--- config.mk ---
export PLATFORM = sky130hd
export DESIGN_NAME = chunk_alu_top
export DESIGN_NICKNAME = d
export VERILOG_FILES = /design/src/alu_pkg.sv /design/src/chunk_alu_stage.sv /design/src/chunk_alu_top.sv
export SDC_FILE = /design/constraint.sdc
export NUM_CORES = 1
export LEC_CHECK = 0
export ABC_AREA = 1
export BUFFER_PORTS_ARGS = -buffer_cell sky130_fd_sc_hd__buf_2
export CORE_MARGIN = 2
export CORE_UTILIZATION = 60
export DETAILED_ROUTE_END_ITERATION = 7
export PLACE_DENSITY = 0.88
export SETUP_SLACK_MARGIN = 0.05
export SLEW_MARGIN = 20
export SYNTH_ARGS = -nofsm -noshare
export SYNTH_HDL_FRONTEND = slang
export SYNTH_SLANG_ARGS = --single-unit
--- constraint.sdc ---
create_clock -name clk -period 23.6 [get_ports clk]
set_input_delay 4.72 -clock clk [delete_from_list [all_inputs] [get_ports clk]]
set_output_delay 4.72 -clock clk [all_outputs]
set_load 0.005 [all_outputs]
--- src/alu_pkg.sv ---
//////////////////////////////
// shared types for the chunk-serial alu
// operand word width and word type
// request, flag and result structs
// per-stage in-flight item state
//////////////////////////////

package alu_pkg;

    //////////////////////////////
    // widths
    //////////////////////////////

    // operand word width, every struct below depends on it
    localparam int DATA_W = 16;

    // one operand, or one arithmetic result
    typedef logic [DATA_W-1:0] word_t;

    //////////////////////////////
    // request and result
    //////////////////////////////

    // one request as it enters the pipe
    // a is the main operand, b feeds add/sub, c feeds the compare
    typedef struct packed {
        word_t a;
        word_t b;
        word_t c;
    } alu_req_t;

    // single-bit results
    typedef struct packed {
        logic red_and;
        logic red_or;
        logic red_xor;
        logic eq;
        logic neq;
    } alu_flags_t;

    // one complete answer
    typedef struct packed {
        word_t      sum;
        word_t      diff;
        alu_flags_t flags;
    } alu_result_t;

    //////////////////////////////
    // in-flight item
    //////////////////////////////

    // state handed from one stage to the next
    // operands travel along so a new request can enter every cycle
    // sum and diff are filled in from the lowest chunk upward
    typedef struct packed {
        logic     valid;
        alu_req_t req;
        word_t    sum;
        word_t    diff;
        // carry and borrow out of the chunk just processed
        logic     carry;
        logic     borrow;
        // partial flags over the chunks seen so far
        logic     acc_and;
        logic     acc_or;
        logic     acc_xor;
        logic     acc_eq;
    } stage_state_t;

endpackage

--- src/chunk_alu_stage.sv ---
//////////////////////////////
// one stage of the chunk-serial alu pipeline
// adds and subtracts one chunk with carry/borrow in
// folds one chunk into the reduction and compare flags
// registers the in-flight item on advance
//////////////////////////////

module chunk_alu_stage #(
    parameter int CHUNK_W   = 4,
    parameter int STAGE_IDX = 0
) (
    input  logic                  clk,
    input  logic                  rst,
    input  logic                  advance,
    input  alu_pkg::stage_state_t prev,
    output alu_pkg::stage_state_t next
);

    //////////////////////////////
    // local types and constants
    //////////////////////////////

    // lowest bit of the chunk this stage owns
    localparam int CHUNK_LO = STAGE_IDX * CHUNK_W;

    // one operand chunk
    typedef logic [CHUNK_W-1:0] chunk_t;
    // chunk with the carry or borrow bit on top
    typedef logic [CHUNK_W:0] chunk_ext_t;

    // operand chunks picked out of the travelling request
    chunk_t a_chunk;
    chunk_t b_chunk;
    chunk_t c_chunk;

    // incoming chain values or the neutral start values for stage 0
    logic carry_in;
    logic borrow_in;
    logic and_in;
    logic or_in;
    logic xor_in;
    logic eq_in;

    // chunk results with carry/borrow out in the top bit
    chunk_ext_t sum_ext;
    chunk_ext_t diff_ext;

    // next register value and the register itself
    alu_pkg::stage_state_t state_d;
    alu_pkg::stage_state_t state_q;

    //////////////////////////////
    // operand select
    //////////////////////////////

    assign a_chunk = prev.req.a[CHUNK_LO +: CHUNK_W];
    assign b_chunk = prev.req.b[CHUNK_LO +: CHUNK_W];
    assign c_chunk = prev.req.c[CHUNK_LO +: CHUNK_W];

    //////////////////////////////
    // chain inputs
    //////////////////////////////

    if (STAGE_IDX == 0) begin : g_first
        // bottom chunk starts from the neutral values
        // whatever the predecessor state holds here is ignored
        assign carry_in  = 1'b0;
        assign borrow_in = 1'b0;
        assign and_in    = 1'b1;
        assign or_in     = 1'b0;
        assign xor_in    = 1'b0;
        assign eq_in     = 1'b1;
    end else begin : g_chain
        // continue from the chunk below
        assign carry_in  = prev.carry;
        assign borrow_in = prev.borrow;
        assign and_in    = prev.acc_and;
        assign or_in     = prev.acc_or;
        assign xor_in    = prev.acc_xor;
        assign eq_in     = prev.acc_eq;
    end

    //////////////////////////////
    // chunk arithmetic
    //////////////////////////////

    // top bit of sum_ext is the carry into the next chunk
    assign sum_ext = {1'b0, a_chunk} + {1'b0, b_chunk} + chunk_ext_t'(carry_in);

    // top bit of diff_ext goes high when the chunk underflows
    // which is exactly the borrow into the next chunk
    assign diff_ext = {1'b0, a_chunk} - {1'b0, b_chunk} - chunk_ext_t'(borrow_in);

    //////////////////////////////
    // next state
    //////////////////////////////

    always_comb begin
        // operands, valid and the other chunks pass straight through
        state_d = prev;

        // drop this chunk's results into place
        state_d.sum[CHUNK_LO +: CHUNK_W]  = sum_ext[CHUNK_W-1:0];
        state_d.diff[CHUNK_LO +: CHUNK_W] = diff_ext[CHUNK_W-1:0];
        state_d.carry                     = sum_ext[CHUNK_W];
        state_d.borrow                    = diff_ext[CHUNK_W];

        // fold this chunk into the running flags
        state_d.acc_and = and_in & (&a_chunk);
        state_d.acc_or  = or_in | (|a_chunk);
        state_d.acc_xor = xor_in ^ (^a_chunk);
        state_d.acc_eq  = eq_in & (a_chunk == c_chunk);
    end

    //////////////////////////////
    // stage register
    //////////////////////////////

    // only valid is cleared on reset
    // the whole item holds while the pipe is stalled
    always_ff @(posedge clk) begin
        if (rst) begin
            state_q.valid <= 1'b0;
        end else if (advance) begin
            state_q <= state_d;
        end
    end

    assign next = state_q;

endmodule

--- src/chunk_alu_top.sv ---
//////////////////////////////
// top level of the chunk-serial alu
// valid/ready handshake and pipe advance
// generate chain of chunk stages
// result mapping from the last stage
//////////////////////////////

module chunk_alu_top #(
    parameter int CHUNK_W = 4
) (
    input  logic                 clk,
    input  logic                 rst,
    // request side
    input  logic                 in_valid,
    output logic                 in_ready,
    input  alu_pkg::alu_req_t    in_req,
    // result side
    output logic                 out_valid,
    input  logic                 out_ready,
    output alu_pkg::alu_result_t out_result
);

    // one stage per chunk, also the latency in cycles
    localparam int NUM_STAGES = alu_pkg::DATA_W / CHUNK_W;

    // chunk width has to split the word evenly
    if (alu_pkg::DATA_W % CHUNK_W != 0) begin : g_bad_chunk
        $error("chunk_alu_top: CHUNK_W %0d does not divide the word", CHUNK_W);
    end

    // pipe-wide enable
    logic advance;

    // chain[0] feeds stage 0, chain[NUM_STAGES] is the last register
    alu_pkg::stage_state_t chain [NUM_STAGES+1];

    // the item at the end of the pipe
    alu_pkg::stage_state_t last;

    //////////////////////////////
    // handshake
    //////////////////////////////

    // the pipe moves unless a finished result is waiting to be taken
    // bubbles are not squeezed out
    assign advance  = ~out_valid | out_ready;
    assign in_ready = advance;

    //////////////////////////////
    // stage 0 input
    //////////////////////////////

    // only valid and req matter here, stage 0 uses neutral chain values
    always_comb begin
        chain[0]       = '0;
        chain[0].valid = in_valid;
        chain[0].req   = in_req;
    end

    //////////////////////////////
    // stage chain
    //////////////////////////////

    for (genvar i = 0; i < NUM_STAGES; i++) begin : g_stage
        chunk_alu_stage #(
            .CHUNK_W   (CHUNK_W),
            .STAGE_IDX (i)
        ) u_stage (
            .clk     (clk),
            .rst     (rst),
            .advance (advance),
            .prev    (chain[i]),
            .next    (chain[i+1])
        );
    end

    //////////////////////////////
    // result
    //////////////////////////////

    assign last      = chain[NUM_STAGES];
    assign out_valid = last.valid;

    always_comb begin
        out_result.sum           = last.sum;
        out_result.diff          = last.diff;
        out_result.flags.red_and = last.acc_and;
        out_result.flags.red_or  = last.acc_or;
        out_result.flags.red_xor = last.acc_xor;
        out_result.flags.eq      = last.acc_eq;
        // not-equal is just the inverse of equal
        out_result.flags.neq     = ~last.acc_eq;
    end

endmodule

Yosys cells after proc, flatten, opt, wreduce, memory -nomap -nowiden
Index checks and enable logic that the tools add are counted.
- flip-flop bits (word level): 250
- memories kept: 0
- latch bits: 0
- RAM bits: 0
- word-level logic and storage cells: 90
- memory bits (read-only): 0
- output and inout bits: 39
- div/mod/pow operators: 0
- shift-type cells: 0
- $mul: 0
- add/subtract/negate cells: 14
- bitwise logic cells: 16
- equal/unequal tests: 4
- reduce and logical (&&, ||, !) cells: 13
- magnitude comparators: 0
- mux-type cells: 0
- operators with widths (kind ; number):
    $eq 4x4->1 ; 4
    $reduce_and 4->1 ; 4
    $reduce_or 4->1 ; 4
    $reduce_xor 4->1 ; 4
    $add 4x4->5 ; 3
    $sub 4x4->5 ; 3
    $add 5x1->5 ; 2
    $sub 5x1->5 ; 2
    $and 1x1->1 ; 6
    $add 4x1->4 ; 1
    $add 4x4->4 ; 1
    $or 1x1->1 ; 4
    $sub 4x1->4 ; 1
    $sub 4x4->4 ; 1
    $not 1->1 ; 3
    $xor 1x1->1 ; 3
    $reduce_and 2->1 ; 1

Logic depth before layout (Yosys ltp)
- depth in word-level cells: 3
- gate-level depth with buffers: 12

Modules after synthesis
Synthesis repeated with hierarchy kept, for this count alone.
- cell total of the unflattened synthesis: 690
- area total of the unflattened synthesis: 12542.0 um^2
- by module, submodules not included (module ; cells an instance ; area an instance (um^2) ; times used ; seq. area each (um^2)):
    chunk_alu_stage (g_stage[1].u_stage ...) ; 176 ; 3159.3 ; 3 ; 2602.5
    chunk_alu_stage (g_stage[0].u_stage) ; 158 ; 3049.2 ; 1 ; 2572.5
    chunk_alu_top ; 4 ; 15.0 ; 1 ; 0.0

Worst setup path before layout
No wires, ideal clock.
- kind: input to register
- from: in out_ready
- to: reg g_stage[0].u_stage.state_q, in the netlist g_stage[0].u_stage.next[0] (enable)
- setup slack: 11012 ps
- stages on the path: 2
- setup time: 706 ps
- buffers on the path: 0
- required time: 22894 ps
- data arrival time: 11882 ps
- cell sequence: nor2_4 > nor2_1
- longest elaborated chain between the ends: 2
- ends and longest elaborated chain (element ; line ; source):
    start: declaration ; chunk_alu_top.sv:19 ; input logic out_ready,
    $or 1x1->1 ; chunk_alu_top.sv:46 ; assign advance = ~out_valid | out_ready;
    $reduce_and 2->1 (no line) ; - ;
    end signal: assignment ; chunk_alu_stage.sv:125 ; state_q <= state_d;
    end: declaration ; chunk_alu_stage.sv:50 ; alu_pkg::stage_state_t state_q;
Every way passes these cells.
A chain may end at the register's enable or synchronous reset.

Final worst setup path
- from: in out_ready
- to: out in_ready
- longest elaborated chain between the ends: 1
- ends and longest elaborated chain (element ; line ; source):
    $or 1x1->1 ; chunk_alu_top.sv:46 ;
    end: declaration ; chunk_alu_top.sv:15 ; output logic in_ready,
Every way passes these cells.

==> impl_results.rst <==
.. list-table::
   :header-rows: 1

   * - Metric
     - Value
   * - Total Negative Setup Slacks
     - 0 ns
   * - Clock slew seen by the registers of the worst setup and hold paths
     - 0.06 ns
   * - Clock sink count
     - 174
   * - Leading cell type by number of instances after synthesis
     - sky130_fd_sc_hd__edfxtp_1
   * - Wire length of the first global-routing pass
     - 17.1 mm
   * - Cell type contributing the most total cell area after synthesis
     - sky130_fd_sc_hd__edfxtp_1
   * - Via Count
     - about 3800
   * - Post-cts sizing count
     - 0
   * - RSZ-0062 raised after global routing
     - no
   * - Asr flop ratio synth
     - 0%
   * - Period minus WS final
     - 10.01 ns
   * - Endpoint kind of the worst setup timing path
     - output port
   * - Leakage Power
     - between 3 and 4 nW
   * - Total I/O pin count
     - between 90 and 100
   * - Setup Slack @ Placement
     - 13.61 ns
   * - Share of the clock period used by the worst path
     - 42.4%
   * - Number of distinct library cell variants in the gate-level netlist after synthesis
     - 28
   * - Utilization of the core after routing
     - 70.1%
   * - Highest clock rate
     - 0.0999 GHz
   * - Row Count
     - 40
   * - Clock Path Buffers
     - 2
   * - Antenna violations before repair
     - 0
   * - Total instance count after detailed placement
     - 734
   * - Register area share after synthesis
     - a little under 70%
   * - Post-Syn Area
     - 7510 µm²
   * - Starting DRT DRC Count
     - roughly 240
   * - Largest register FFs
     - 174
   * - Count of non-filler cells in the finished layout
     - 766
   * - Net count, final
     - 699
   * - Final HPWL from detailed placement
     - 7.50 mm
   * - Via/cell ratio
     - 4.92
   * - Critical path startpoint category
     - input pin
   * - Syn nets
     - 627
   * - Residual overflow from global routing
     - 0
   * - Total GRT Usage
     - 17.3%
   * - Buffer type at the clock tree root
     - sky130_fd_sc_hd__clkbuf_16
   * - Total die area
     - 13400 µm²
   * - Final Hold Violating Endpoints
     - 0
   * - Final-report max-slew violation count
     - 0
   * - DRC Markers
     - 0
   * - Global placement routability congestion
     - 0.904
   * - Final Routed Wirelength
     - 10.7 mm
   * - Area share of the largest cell type after synthesis
     - 68.0%
   * - Post-CTS setup buffers
     - 0
   * - Outcome
     - finished, final reports clean
   * - Worst rel slew slack
     - about two fifths
   * - Count of buffers from port buffering
     - 90
   * - Number of enable-type register cells in the synthesized netlist
     - 170
   * - Max-cap violations
     - 0
   * - Arrival time reported for the critical path endpoint
     - 5.29 ns
   * - Most frequently used flop master after synthesis
     - sky130_fd_sc_hd__edfxtp_1
   * - Clock tree skew after final layout
     - about 0.011 ns
   * - Area grow syn2layout
     - 13.0%
   * - Die X
     - 116 µm
   * - Hold-fix buffers at CTS
     - 0
   * - Final antenna-violating net count
     - 0
   * - Synthesized instance count
     - 513
   * - Avg Cell Area, Syn
     - 14.6 µm²
   * - Type of the most critical hold path
     - reg2reg
   * - Final critical-path setup slack
     - ~14 ns
   * - Number of H-tree levels
     - 4
   * - Power per cell area
     - 85.5 nW/µm²
   * - Post-synth top cells
     - 170 x sky130_fd_sc_hd__edfxtp_1, 74 x sky130_fd_sc_hd__inv_1, 66 x sky130_fd_sc_hd__nand2_1
   * - CP Max Fanout
     - 6
   * - Tightest Pin Transition
     - roughly 0.93 ns
   * - Cts bufs inserted
     - 17
   * - Core area
     - 12100 µm²
   * - Fill cell instance count of the final layout
     - 788
   * - Effective utilization at floorplan
     - 62.0%
   * - Height of the die
     - 116 µm
   * - Number of synthesized register bits
     - 174
   * - Clock tree from TritonCTS
     - done
   * - Insertion delay of the later-clocked pin in the worst-skew pair
     - 0.43 ns
   * - Number of search-and-repair iterations in the first detailed-routing pass
     - 4
   * - Critical setup path kind
     - in2out
   * - Routed length per placed instance
     - approximately 14 µm
   * - Most area-consuming cells after synthesis
     - sky130_fd_sc_hd__edfxtp_1 68%, sky130_fd_sc_hd__ha_1 8.0%, sky130_fd_sc_hd__fa_1 3.7%, sky130_fd_sc_hd__inv_1 3.7%, sky130_fd_sc_hd__buf_4 3.6%
   * - Fraction of final layout cells with drive strength greater than 1
     - 22.6%
   * - Crit path required time
     - 18.88 ns
   * - Max IR drop VDD
     - 0.0502 mV
   * - Maximum number of pins on one net before global-route repair
     - 92
   * - Final Setup Violations
     - 0
   * - Minimum hold slack
     - around 0.42 ns
   * - Diodes inserted
     - 0
   * - Total of warnings raised by yosys
     - 0
   * - Vias in the first global route
     - 3755
==> stage by stage <==
step | area [µm²] | power [mW]
2_1_floorplan | 7510 | 0.439
3_3_place_gp | 7890 | 0.447
3_5_place_dp | 7890 | 0.454
4_1_cts | 8490 | 0.731
5_1_grt | 8490 | 0.755
6_report | 8490 | 0.726
==> worst paths after layout <==
| kind | start | end | slack (ns) | cells after the start |
|---|---|---|---|---|
| min | g_stage[0].u_stage.next[80] | g_stage[1].u_stage.next[80] | 0.42 | 0 |
| max | out_ready | in_ready | 13.59 | 4 |
| min reg2reg | g_stage[0].u_stage.next[80] | g_stage[1].u_stage.next[80] | 0.42 | 0 |
| max reg2reg | g_stage[3].u_stage.next[86] | g_stage[0].u_stage.next[80] | 21.16 | 5 |
==> cell families (layout without fill, tap and decap cells) <==
kind of cell	Yosys count	after routing	synth area share [%]
AOI/OAI and AO/OA	25	25	2.07
DFF	174	174	69.0
and+or+nand+nor	111	111	6.50
adders and majority gates	62	62	11.7
xor gates and xnor gates	23	23	2.68
buffers and inverters	118	203	8.00
==> final cells by class <==
cell class,instances,area (µm²),area share (%)
Clock buffer,20,437,5.14
Clock inverter,12,160,1.89
Inverter,79,297,3.49
Timing Repair Buffer,92,469,5.53
Tap cell,168,210,2.48
Sequential cell,174,5180,61.1
Multi-Input combinational cell,221,1730,20.4
==> critical path, cell delays in order <==
cell                     delay, ns
sky130_fd_sc_hd__buf_2        0.12
sky130_fd_sc_hd__nor2_4       0.19
sky130_fd_sc_hd__inv_1        0.12
sky130_fd_sc_hd__buf_2        0.14
==> cell usage in the layout (no fill, tap or decap), types with 4 or more instances in the layout <==
cell                          n
sky130_fd_sc_hd__dfxtp_1      4
sky130_fd_sc_hd__inv_1       74
sky130_fd_sc_hd__fa_1        14
sky130_fd_sc_hd__xnor2_1     15
sky130_fd_sc_hd__nand2_1     66
sky130_fd_sc_hd__a21oi_2      4
sky130_fd_sc_hd__edfxtp_1   170
sky130_fd_sc_hd__nor2_1      11
sky130_fd_sc_hd__buf_2       90
sky130_fd_sc_hd__inv_2        5
sky130_fd_sc_hd__nand3_1     17
sky130_fd_sc_hd__ha_1        48
sky130_fd_sc_hd__nand3b_1     4
sky130_fd_sc_hd__a21oi_1     12
sky130_fd_sc_hd__xor2_1       8
sky130_fd_sc_hd__clkbuf_16   17
==> layer usage <==
layer	part of all wire, %	track usage, %
met2	52	28.9
met5	0	0
met3	5.0	5.33
met1	41	20.4
met4	1.8	8.73
==> power breakdown <==
group | switching [mW] | internal [mW]
clock network | 0.112 | 0.167
logic | 0.0380 | 0.0271
registers | 0.00908 | 0.373
total | 0.159 | 0.567
Power figures use the tool's default switching activity.
